==> src/tx_code_pkg.sv <==
`default_nettype none

package tx_code_pkg;

  localparam int OCTET_W = 8;
  localparam int GROUP_W = 10;
  localparam int SYM_W   = 3;

  // Control octets as they arrive on tx_o_set
  localparam logic [OCTET_W-1:0] K28_5_OCTET = 8'hbc;  // Idle comma
  localparam logic [OCTET_W-1:0] K27_7_OCTET = 8'hfb;  // /S/
  localparam logic [OCTET_W-1:0] K23_7_OCTET = 8'hf7;  // /R/
  localparam logic [OCTET_W-1:0] K29_7_OCTET = 8'hfd;  // /T/

  // Data support stops at D9.0
  localparam int unsigned DATA_MAX_X = 9;

  // Symbol kinds handed from the decoder to the lookup
  localparam logic [SYM_W-1:0] SYM_DATA  = 3'd0;
  localparam logic [SYM_W-1:0] SYM_K28_5 = 3'd1;
  localparam logic [SYM_W-1:0] SYM_K27_7 = 3'd2;
  localparam logic [SYM_W-1:0] SYM_K23_7 = 3'd3;
  localparam logic [SYM_W-1:0] SYM_K29_7 = 3'd4;
  localparam logic [SYM_W-1:0] SYM_D5_6  = 3'd5;
  localparam logic [SYM_W-1:0] SYM_NONE  = 3'd7;  // Octet outside the table

  // Control code groups, RD- and RD+ columns
  localparam logic [GROUP_W-1:0] K28_5_NEG = 10'b0011111010;
  localparam logic [GROUP_W-1:0] K28_5_POS = 10'b1100000101;
  localparam logic [GROUP_W-1:0] K27_7_NEG = 10'b1101101000;
  localparam logic [GROUP_W-1:0] K27_7_POS = 10'b0010010111;
  localparam logic [GROUP_W-1:0] K23_7_NEG = 10'b1110101000;
  localparam logic [GROUP_W-1:0] K23_7_POS = 10'b0001010111;
  localparam logic [GROUP_W-1:0] K29_7_NEG = 10'b1011101000;
  localparam logic [GROUP_W-1:0] K29_7_POS = 10'b0100010111;

  localparam logic [GROUP_W-1:0] D5_6_GROUP = 10'b1010010110;  // Balanced

  // D0.0 .. D9.0, indexed by x
  localparam logic [GROUP_W-1:0] DATA_NEG_TABLE [10] = '{
    10'b1001110100,
    10'b0111010100,
    10'b1011010100,
    10'b1100011011,
    10'b1101010100,
    10'b1010011011,
    10'b0110011011,
    10'b1110001011,
    10'b1110010100,
    10'b1001011011
  };

  localparam logic [GROUP_W-1:0] DATA_POS_TABLE [10] = '{
    10'b0110001011,
    10'b1000101011,
    10'b0100101011,
    10'b1100010100,
    10'b0010101011,
    10'b1010010100,
    10'b0110010100,
    10'b0001110100,
    10'b0001101011,
    10'b1001010100
  };

  // Octet seen as a byte or as the y/x fields of Dx.y
  typedef union packed {
    logic [OCTET_W-1:0] raw;
    struct packed {
      logic [2:0] y;
      logic [4:0] x;
    } f;
  } octet_u;

endpackage

`default_nettype wire

==> src/code_group_lookup.sv <==
`timescale 1ns/1ns
`default_nettype none

module code_group_lookup
  import tx_code_pkg::*;
(
  input  wire logic [SYM_W-1:0]   sym_kind,
  input  wire logic [3:0]         data_x,
  input  wire logic               running_disparity,
  input  wire logic [GROUP_W-1:0] tx_code_group,
  output logic      [GROUP_W-1:0] next_group
);

  logic [GROUP_W-1:0] data_neg;
  logic [GROUP_W-1:0] data_pos;
  logic               data_in_range;

  assign data_in_range = (32'(data_x) <= DATA_MAX_X);

  // Both columns read out, disparity picks one below
  always_comb begin
    if (data_in_range) begin
      data_neg = DATA_NEG_TABLE[data_x];
      data_pos = DATA_POS_TABLE[data_x];
    end else begin
      data_neg = tx_code_group;
      data_pos = tx_code_group;
    end
  end

  always_comb begin
    case (sym_kind)
      SYM_DATA: begin
        next_group = running_disparity ? data_pos : data_neg;
      end
      SYM_K28_5: begin
        next_group = running_disparity ? K28_5_POS : K28_5_NEG;
      end
      SYM_K27_7: begin
        next_group = running_disparity ? K27_7_POS : K27_7_NEG;
      end
      SYM_K23_7: begin
        next_group = running_disparity ? K23_7_POS : K23_7_NEG;
      end
      SYM_K29_7: begin
        next_group = running_disparity ? K29_7_POS : K29_7_NEG;
      end
      SYM_D5_6: begin
        next_group = D5_6_GROUP;  // Same in either column
      end
      default: begin
        next_group = tx_code_group;  // Unknown octet repeats last group
      end
    endcase
  end

endmodule

`default_nettype wire

==> src/code_group_register.sv <==
`timescale 1ns/1ns
`default_nettype none

module code_group_register
  import tx_code_pkg::*;
#(
  parameter bit INIT_DISPARITY = 1'b0
) (
  input  wire logic               clock,
  input  wire logic               rst,
  input  wire logic [SYM_W-1:0]   sym_kind,
  input  wire logic [GROUP_W-1:0] next_group,
  output logic      [GROUP_W-1:0] tx_code_group,
  output logic                    tx_even,
  output logic                    running_disparity
);

  logic [3:0] next_ones;
  logic       next_disparity;
  logic       next_even;
  logic       group_seen;  // A real group has left the register

  function automatic logic [3:0] count_ones(input logic [GROUP_W-1:0] group);
    logic [3:0] total;
    total = 4'd0;
    for (int i = 0; i < GROUP_W; i++) begin
      total = total + {3'b000, group[i]};
    end
    return total;
  endfunction

  assign next_ones = count_ones(next_group);

  // Unbalanced groups set the new disparity, balanced ones keep it
  always_comb begin
    next_disparity = running_disparity;
    if (sym_kind != SYM_NONE) begin
      if (next_ones == 4'd6) begin
        next_disparity = 1'b1;
      end else if (next_ones == 4'd4) begin
        next_disparity = 1'b0;
      end
    end
  end

  always_comb begin
    case (sym_kind)
      SYM_K28_5: next_even = 1'b1;
      SYM_D5_6:  next_even = 1'b0;
      default:   next_even = ~tx_even;
    endcase
  end

  always_ff @(posedge clock) begin
    if (rst) begin
      tx_code_group     <= '0;
      tx_even           <= 1'b0;
      running_disparity <= INIT_DISPARITY;
      group_seen        <= 1'b0;
    end else begin
      tx_code_group     <= next_group;
      tx_even           <= next_even;
      running_disparity <= next_disparity;
      group_seen        <= group_seen | (sym_kind != SYM_NONE);
    end
  end

  // Only valid 8b/10b weights reach the line
  group_weight_a : assert property (
    @(posedge clock) disable iff (rst)
    group_seen |-> (count_ones(tx_code_group) inside {4'd4, 4'd5, 4'd6})
  );

endmodule

`default_nettype wire

==> src/ordered_set_decode.sv <==
`timescale 1ns/1ns
`default_nettype none

module ordered_set_decode
  import tx_code_pkg::*;
(
  input  wire logic               clock,
  input  wire logic               rst,
  input  wire logic [OCTET_W-1:0] tx_o_set,
  output logic      [SYM_W-1:0]   sym_kind,
  output logic      [3:0]         data_x
);

  octet_u octet;
  logic   idle_pending;  // Second half of /I/ still owed
  logic   data_ok;

  assign octet = tx_o_set;

  assign data_x  = octet.f.x[3:0];
  assign data_ok = (octet.f.y == 3'd0) && (32'(octet.f.x) <= DATA_MAX_X);

  always_comb begin
    if (idle_pending) begin
      sym_kind = SYM_D5_6;  // Input ignored this cycle
    end else if (octet.raw == K28_5_OCTET) begin
      sym_kind = SYM_K28_5;
    end else if (octet.raw == K27_7_OCTET) begin
      sym_kind = SYM_K27_7;
    end else if (octet.raw == K23_7_OCTET) begin
      sym_kind = SYM_K23_7;
    end else if (octet.raw == K29_7_OCTET) begin
      sym_kind = SYM_K29_7;
    end else if (data_ok) begin
      sym_kind = SYM_DATA;
    end else begin
      sym_kind = SYM_NONE;
    end
  end

  // Set for exactly one cycle after K28.5 is taken
  always_ff @(posedge clock) begin
    if (rst) begin
      idle_pending <= 1'b0;
    end else begin
      idle_pending <= (sym_kind == SYM_K28_5);
    end
  end

  // An idle is always the pair K28.5 then D5.6
  idle_pair_a : assert property (
    @(posedge clock) disable iff (rst)
    (sym_kind == SYM_K28_5) |=> (sym_kind == SYM_D5_6)
  );

endmodule

`default_nettype wire

==> src/tx_code.sv <==
`timescale 1ns/1ns
`default_nettype none

module tx_code
  import tx_code_pkg::*;
#(
  parameter bit INIT_DISPARITY = 1'b0  // 0 starts in RD-
) (
  input  wire logic               clock,
  input  wire logic               rst,
  input  wire logic [OCTET_W-1:0] tx_o_set,
  output logic      [GROUP_W-1:0] tx_code_group,
  output logic                    tx_even
);

  logic [SYM_W-1:0]   sym_kind;
  logic [3:0]         data_x;
  logic               running_disparity;
  logic [GROUP_W-1:0] next_group;

  ordered_set_decode u_decode (
    .clock    (clock),
    .rst      (rst),
    .tx_o_set (tx_o_set),
    .sym_kind (sym_kind),
    .data_x   (data_x)
  );

  code_group_lookup u_lookup (
    .sym_kind          (sym_kind),
    .data_x            (data_x),
    .running_disparity (running_disparity),
    .tx_code_group     (tx_code_group),  // Held group fed back
    .next_group        (next_group)
  );

  code_group_register #(
    .INIT_DISPARITY (INIT_DISPARITY)
  ) u_register (
    .clock             (clock),
    .rst               (rst),
    .sym_kind          (sym_kind),
    .next_group        (next_group),
    .tx_code_group     (tx_code_group),
    .tx_even           (tx_even),
    .running_disparity (running_disparity)
  );

endmodule

`default_nettype wire

==> config.mk <==
export PLATFORM = sky130hd
export DESIGN_NAME = tx_code
export DESIGN_NICKNAME = d
export VERILOG_FILES = /design/src/tx_code_pkg.sv /design/src/code_group_lookup.sv /design/src/code_group_register.sv /design/src/ordered_set_decode.sv /design/src/tx_code.sv
export SDC_FILE = /design/constraint.sdc
export NUM_CORES = 1
export LEC_CHECK = 0
export BUFFER_PORTS_ARGS = -buffer_cell sky130_fd_sc_hd__buf_2
export CORE_MARGIN = 10
export CORE_UTILIZATION = 45
export CTS_BUF_LIST = sky130_fd_sc_hd__clkbuf_8
export DETAILED_ROUTE_END_ITERATION = 10
export PLACE_DENSITY = 0.76
export SETUP_SLACK_MARGIN = 0.5
export SYNTH_ARGS = -nofsm -noshare
export SYNTH_HDL_FRONTEND = slang
export SYNTH_SLANG_ARGS = --single-unit
==> constraint.sdc <==
create_clock -name clock -period 11.5 [get_ports clock]
set_input_delay 2.3 -clock clock [delete_from_list [all_inputs] [get_ports clock]]
set_output_delay 2.3 -clock clock [all_outputs]
set_load 0.03 [all_outputs]
==> results of run 1 <==
==> power by group <==
| part | total, W | switching (W) | leakage (nW) | internal, W |
|---|---|---|---|---|
| sequential | 0.0000476 | 0.00000106 | 0.106 | 0.0000466 |
| combinational | 0.0000448 | 0.0000283 | 0.701 | 0.0000165 |
| clock | 0.0000398 | 0.0000162 | 0.0269 | 0.0000236 |
==> flip-flops by register name, indices dropped and copies added, names as in the netlist <==
register                      count
u_register.tx_code_group         10
u_decode.idle_pending             1
u_register.running_disparity      1
u_register.tx_even                1
==> final timing paths <==
path | slack, ps | to
min reg2reg | 440 | u_register.tx_even
max reg2reg | 6240 | u_register.running_disparity
min | 440 | u_register.tx_even
max | 3910 | u_register.running_disparity
==> cells in the mapped netlist, types with 3 or more instances <==
library cell / instances
a2111oi_0: 3
a211oi_1: 4
a21boi_0: 3
a21oi_1: 19
and2_1: 6
and3_1: 4
buf_2: 6
buf_4: 4
clkbuf_1: 3
dfxtp_1: 13
fa_1: 6
ha_1: 13
inv_1: 13
mux2i_1: 7
nand2_1: 17
nand2b_1: 10
nand3_1: 5
nor2_1: 18
nor2b_1: 3
nor3_1: 8
o21ai_0: 9
o22ai_1: 6
or2_2: 3
or3_1: 3
==> routing by layer <==
| layer | part of all wire | vias up |
|---|---|---|
| met5 | 0 | - |
| met4 | 0.011 | 0 |
| met3 | 0.058 | 6 |
| met2 | 0.46 | 59 |
| met1 | 0.47 | 832 |
| li1 | - | 869 |
==> kinds of logic (layout without fill, tap and decap cells) <==
| family | after synthesis | count (layout) |
|---|---|---|
| AOI/OAI and AO/OA | 76 | 76 |
| adders and majority gates | 19 | 19 |
| buffers and inverters | 28 | 38 |
| DFF | 13 | 13 |
| muxes | 8 | 8 |
| and+or+nand+nor | 85 | 85 |
==> critical path: stages <==
cell and delay, ps:
buf_2 170, inv_1 190, ha_1 330, nand4b_1 180, o21a_1 180, a21oi_1 520
or2_2 320, a31oi_1 110, ha_1 300, inv_1 40, fa_1 490, fa_1 430
fa_1 490, inv_1 50, fa_1 400, fa_1 390, a211oi_1 210, mux2i_1 110
nor3_1 120, o21ai_0 130, mux2i_1 190, nor2_1 50
==> stage by stage <==
step / total power [W] / util / setup slack [ps] / hold WS [ps]
floorplan: 0.0000828 / - / 4410 / 591
global placement: 0.0000922 / 0.497 / 3880 / 429
detailed placement: 0.0000926 / 0.497 / 3720 / 433
CTS: 0.000133 / 0.509 / 3990 / 444
global route: 0.000140 / 0.509 / 3540 / 466
finish: 0.000132 / 0.509 / 3910 / 444
==> layout make-up <==
class	instances	area, um^2	share of cell area
repair buffers	21	108	0.0565
flip-flops and latches	13	260	0.137
well taps	48	60.1	0.0315
clock inverters	1	3.75	0.00197
clock buffers	3	41.3	0.0217
multi-input cells	188	1380	0.726
inverters	13	48.8	0.0256
==> impl_metrics.env, run 1 <==
export IMPL_routed_via_density=6.15
export IMPL_grtUsageMet1=0.178
export IMPL_setup_viol=0
export IMPL_syn_inst=229
export IMPL_place_congestion=0.890
export IMPL_cts_setup_buffers=0
export IMPL_final_cell_area_um2=1910
export IMPL_grt_pass1_vias=1602
export IMPL_drive_gt1_frac=0.159
export IMPL_max_freq_ghz=0.132
export IMPL_clkLatencyLatePin_ps=240
export IMPL_drtIter0Drc=166
export IMPL_antenna_left=0
export IMPL_cts_root_buf="clkbuf_8"
export IMPL_placed_area_um2=1860
export IMPL_hp_start="u_register.tx_even"
export IMPL_synth_xor_xnor_area_share=0
export IMPL_synth_fa_ha_area_frac=0.158
export IMPL_io_pins=21
export IMPL_critPathArrivalTime_ps=7720
export IMPL_min_period_ps=7590
export IMPL_total_leakage_power_nw=0.833
export IMPL_synth_edf_count=0
export IMPL_wl_per_cell_um=16.2
export IMPL_ir_worst_vdd_uv=60.4
export IMPL_synth_nets=258
export IMPL_finalCritPeriodShare=0.660
export IMPL_async_flop_share=0
export IMPL_synth_main_ff_cell="dfxtp_1"
export IMPL_relSlewSlack=0.575
export IMPL_instances_no_fill=287
export IMPL_hold_path_class="flop to flop"
export IMPL_synth_seq_area_share=0.146
export IMPL_synth_top_area_share=0.146
export IMPL_slew_violations=0
export IMPL_met3_usage=0.0283
export IMPL_max_slew_worst_pin_slew_ps=622
export IMPL_yosysTopAreaCell="dfxtp_1"
export IMPL_synth_compound_area_frac=0.322
export IMPL_grt_max_degree=29
export IMPL_synth_simple_area_share=0.249
export IMPL_drc=0
export IMPL_synth_top_family_by_area="compound AO/OA/AOI/OAI gates"
export IMPL_cts_tree="done"
export IMPL_rsz0062_at_grt="false"
export IMPL_rows=22
export IMPL_hold_buffers=0
export IMPL_die_area_um2=6890
export IMPL_top_usage_layer="met2"
export IMPL_core_area_um2=3740
export IMPL_crit_start="tx_o_set[0]"
export IMPL_rr_worst_depth=20
export IMPL_ys_seq_elements=13
export IMPL_layout_commonest_cell="buf_2"
export IMPL_start_util=0.477
export IMPL_power_density_nw_per_um2=69.4
export IMPL_grt_ovfl_total=0
export IMPL_numPortBuffers=20
export IMPL_path_max_fanout=12
export IMPL_final_cell_mix="buf_2, a21oi_1, nor2_1"
export IMPL_fin_worst_skew_ps=4.20
export IMPL_wl_um=4660
export IMPL_outcome="complete, no violations"
export IMPL_setup_worst_path_class="input pin to flop"
export IMPL_antenna_found_initial=0
export IMPL_nets=269
export IMPL_fp_dieH_um=83.0
export IMPL_grtUsageMet2=0.199
export IMPL_crit_path_end_kind="flop"
export IMPL_grt_pass1_wl_um=7880
export IMPL_cts_resized=0
export IMPL_place_inst=283
export IMPL_r2r_start="u_decode.idle_pending"
export IMPL_clkTransAtPathRegs_ps=60
export IMPL_die_w_um=83.0
export IMPL_startpoint_type="input pin"
export IMPL_yosysWarnings=0
export IMPL_grt_usage=0.129
export IMPL_syn_area_per_cell_um2=7.80
export IMPL_ys_types=59
export IMPL_dr_total_vias=1766
export IMPL_firstDrtPassIters=4
export IMPL_antenna_cells=0
export IMPL_cap_violations=0
export IMPL_cp_required_ps=11630
export IMPL_fillers=369
export IMPL_synth_mux_area_frac=0.0455
export IMPL_ys_top_cells_by_area="dfxtp_1, ha_1, fa_1, a21oi_1, mux2i_1"
export IMPL_cts_sinks=13
export IMPL_dp_hpwl_um=3630
export IMPL_synth_cell_area_um2=1790
export IMPL_whs_path_depth=1
export IMPL_finalSetupTns_ps=0
export IMPL_clock_path_buffers=2
export IMPL_hold_viol_final=0
export IMPL_area_delta_synth_final_pct=6.65
export IMPL_cts_htree_levels=1
export IMPL_cts_buffers=3
No activity file was read; power rests on OpenSTA's default activity.
==> run 2: changes to the inputs <==
Clock period 11.5 ns to 7.2 ns, I/O delays scaled along.
==> run 2 against run 1 <==
Compared with the run above:
- design area up 3.9%
- via count up 1.1%
- non-clock buffer count is 1 higher
- hold slack improved by 16 ps
- critical path type unchanged
- largest power group unchanged
- highest routed layer unchanged
==> impl_metrics.env, run 2 (synthesis results as in run 1) <==
export IMPL_crit_family="adder cells"
export IMPL_cap_violations=0
export IMPL_whs_path_depth=1
export IMPL_slew_violations=0
export IMPL_critPathArrivalTime_ps=6570
export IMPL_grt_pass1_wl_um=8160
export IMPL_slowest_stage="or4_4"
export IMPL_wl_per_cell_um=16.7
export IMPL_r2r_start="u_decode.idle_pending"
export IMPL_start_util=0.477
export IMPL_grt_ovfl_total=0
export IMPL_final_cell_mix="buf_2, a21oi_1, nor2_1"
export IMPL_rsz0062_at_grt="false"
export IMPL_final_cell_area_um2=1980
export IMPL_grt_pass1_vias=1658
export IMPL_total_leakage_power_nw=0.843
export IMPL_relSlewSlack=0.518
export IMPL_core_area_um2=3740
export IMPL_path_common_cell="fa_1"
export IMPL_antenna_found_initial=0
export IMPL_startpoint_type="input pin"
export IMPL_place_congestion=0.914
export IMPL_cp_required_ps=7330
export IMPL_antenna_left=0
export IMPL_crit_path_end_kind="flop"
export IMPL_fp_dieH_um=83.0
export IMPL_die_area_um2=6890
export IMPL_layout_commonest_cell="buf_2"
export IMPL_die_w_um=83.0
export IMPL_cp_buffers_inverters=2
export IMPL_r2r_setup_slack_ps=2020
export IMPL_dp_worst_setup_slack_ps=270
export IMPL_placed_area_um2=1870
export IMPL_fin_worst_skew_ps=3.14
export IMPL_numPortBuffers=20
export IMPL_grt_max_degree=29
export IMPL_area_delta_synth_final_pct=10.8
export IMPL_crit_chain="buf_2 > or4_4 > a311oi_4 > nor3b_2 > o221a_2 > nor3_1 > and2_1 > fa_1 > fa_1 > fa_1 > inv_1 > fa_1 > fa_1 > a211oi_1 > mux2i_1 > nor3_1 > o21ai_0 > mux2i_1 > nor2_1"
export IMPL_nets=270
export IMPL_cts_root_buf="clkbuf_8"
export IMPL_hold_path_class="flop to flop"
export IMPL_rows=22
export IMPL_holdWs_ps=460
export IMPL_fillers=384
export IMPL_crit_start="tx_o_set[6]"
export IMPL_crit_cells=19
export IMPL_cpPeakStageDelay_ps=590
export IMPL_setup_worst_path_class="input pin to flop"
export IMPL_antenna_cells=0
export IMPL_drive_gt1_frac=0.200
export IMPL_cts_htree_levels=1
export IMPL_setup_viol=0
export IMPL_drtIter0Drc=258
export IMPL_dr_total_vias=1785
export IMPL_rr_worst_depth=20
export IMPL_cts_sinks=13
export IMPL_ir_worst_vdd_uv=60.4
export IMPL_clkTransAtPathRegs_ps=50
export IMPL_routed_via_density=6.20
export IMPL_timing_rr_end="u_register.running_disparity"
export IMPL_worstSetupEndpoint="u_register.running_disparity"
export IMPL_clkLatencyLatePin_ps=240
export IMPL_min_period_ps=6440
export IMPL_cts_buffers=3
export IMPL_finalCritPeriodShare=0.894
export IMPL_wl_um=4810
export IMPL_place_inst=284
export IMPL_hold_viol_final=0
export IMPL_cts_tree="done"
export IMPL_clock_path_buffers=2
export IMPL_regMostFlops="u_register.tx_code_group"
export IMPL_hold_buffers=0
export IMPL_outcome="complete, no violations"
export IMPL_grt_usage=0.133
export IMPL_finalSetupTns_ps=0
export IMPL_largest_register_ffs=10
export IMPL_firstDrtPassIters=6
export IMPL_max_freq_ghz=0.155
export IMPL_path_max_fanout=14
export IMPL_instances_no_fill=288
export IMPL_finalWorstSetupSlack_ps=764
export IMPL_power_density_nw_per_um2=109
export IMPL_io_pins=21
export IMPL_max_slew_worst_pin_slew_ps=705
export IMPL_drc=0
export IMPL_dp_hpwl_um=3660
[run 2: changes by cell type in the layout (fill, tap and decap cells not counted), sizes merged]
cell | previous run | this run
clkbuf | 3 | 4
[run 2: worst min-delay path by stage]
stage / startpoint / endpoint / slack [ps]
final: u_register.tx_even / u_register.tx_even / 460
after global routing: u_register.tx_even / u_register.tx_even / 510
after CTS: u_register.tx_even / u_register.tx_even / 460
after detailed placement: u_register.tx_even / u_register.tx_even / 450
after global placement: u_register.tx_even / u_register.tx_even / 430
after floorplan: u_register.tx_even / u_register.tx_even / 590
[run 2: layer usage]
metal / up-vias / GRT usage / wire (um)
met2: 95 / 0.212 / 2210
met1: 813 / 0.173 / 2100
met4: 0 / 0.0354 / 97
met5: - / 0 / 0
li1: 864 / - / -
met3: 13 / 0.0342 / 406
[run 2: cell type report]
cell class	count	area, um^2	share of cell area
well taps	48	60.1	0.0303
repair buffers	22	118	0.0594
flip-flops and latches	13	260	0.131
inverters	13	48.8	0.0247
clock buffers	3	41.3	0.0209
clock inverters	1	3.75	0.00190
multi-input cells	188	1450	0.731
[run 2: repair_timing]
action,in CTS,in global routing
setup buffers,0,0
gates resized for setup,0,16
endpoints found under the hold margin,0,0
setup endpoints to repair,0,1
[run 2: stage by stage]
| step | total power (W) | utilization |
|---|---|---|
| after CTS | 0.000212 | 0.511 |
| after detailed placement | 0.000149 | 0.499 |
| final | 0.000216 | 0.529 |
| after global routing | 0.000230 | 0.529 |
| after floorplan | 0.000132 | - |
| after global placement | 0.000147 | 0.499 |
[run 2: power by group]
part	switching (W)	internal, W	total [W]	leakage [nW]
Combinational	0.0000478	0.0000284	0.0000762	0.711
Clock	0.0000257	0.0000376	0.0000634	0.0269
Sequential	0.00000177	0.0000744	0.0000762	0.106
Total	0.0000753	0.000140	0.000216	0.843
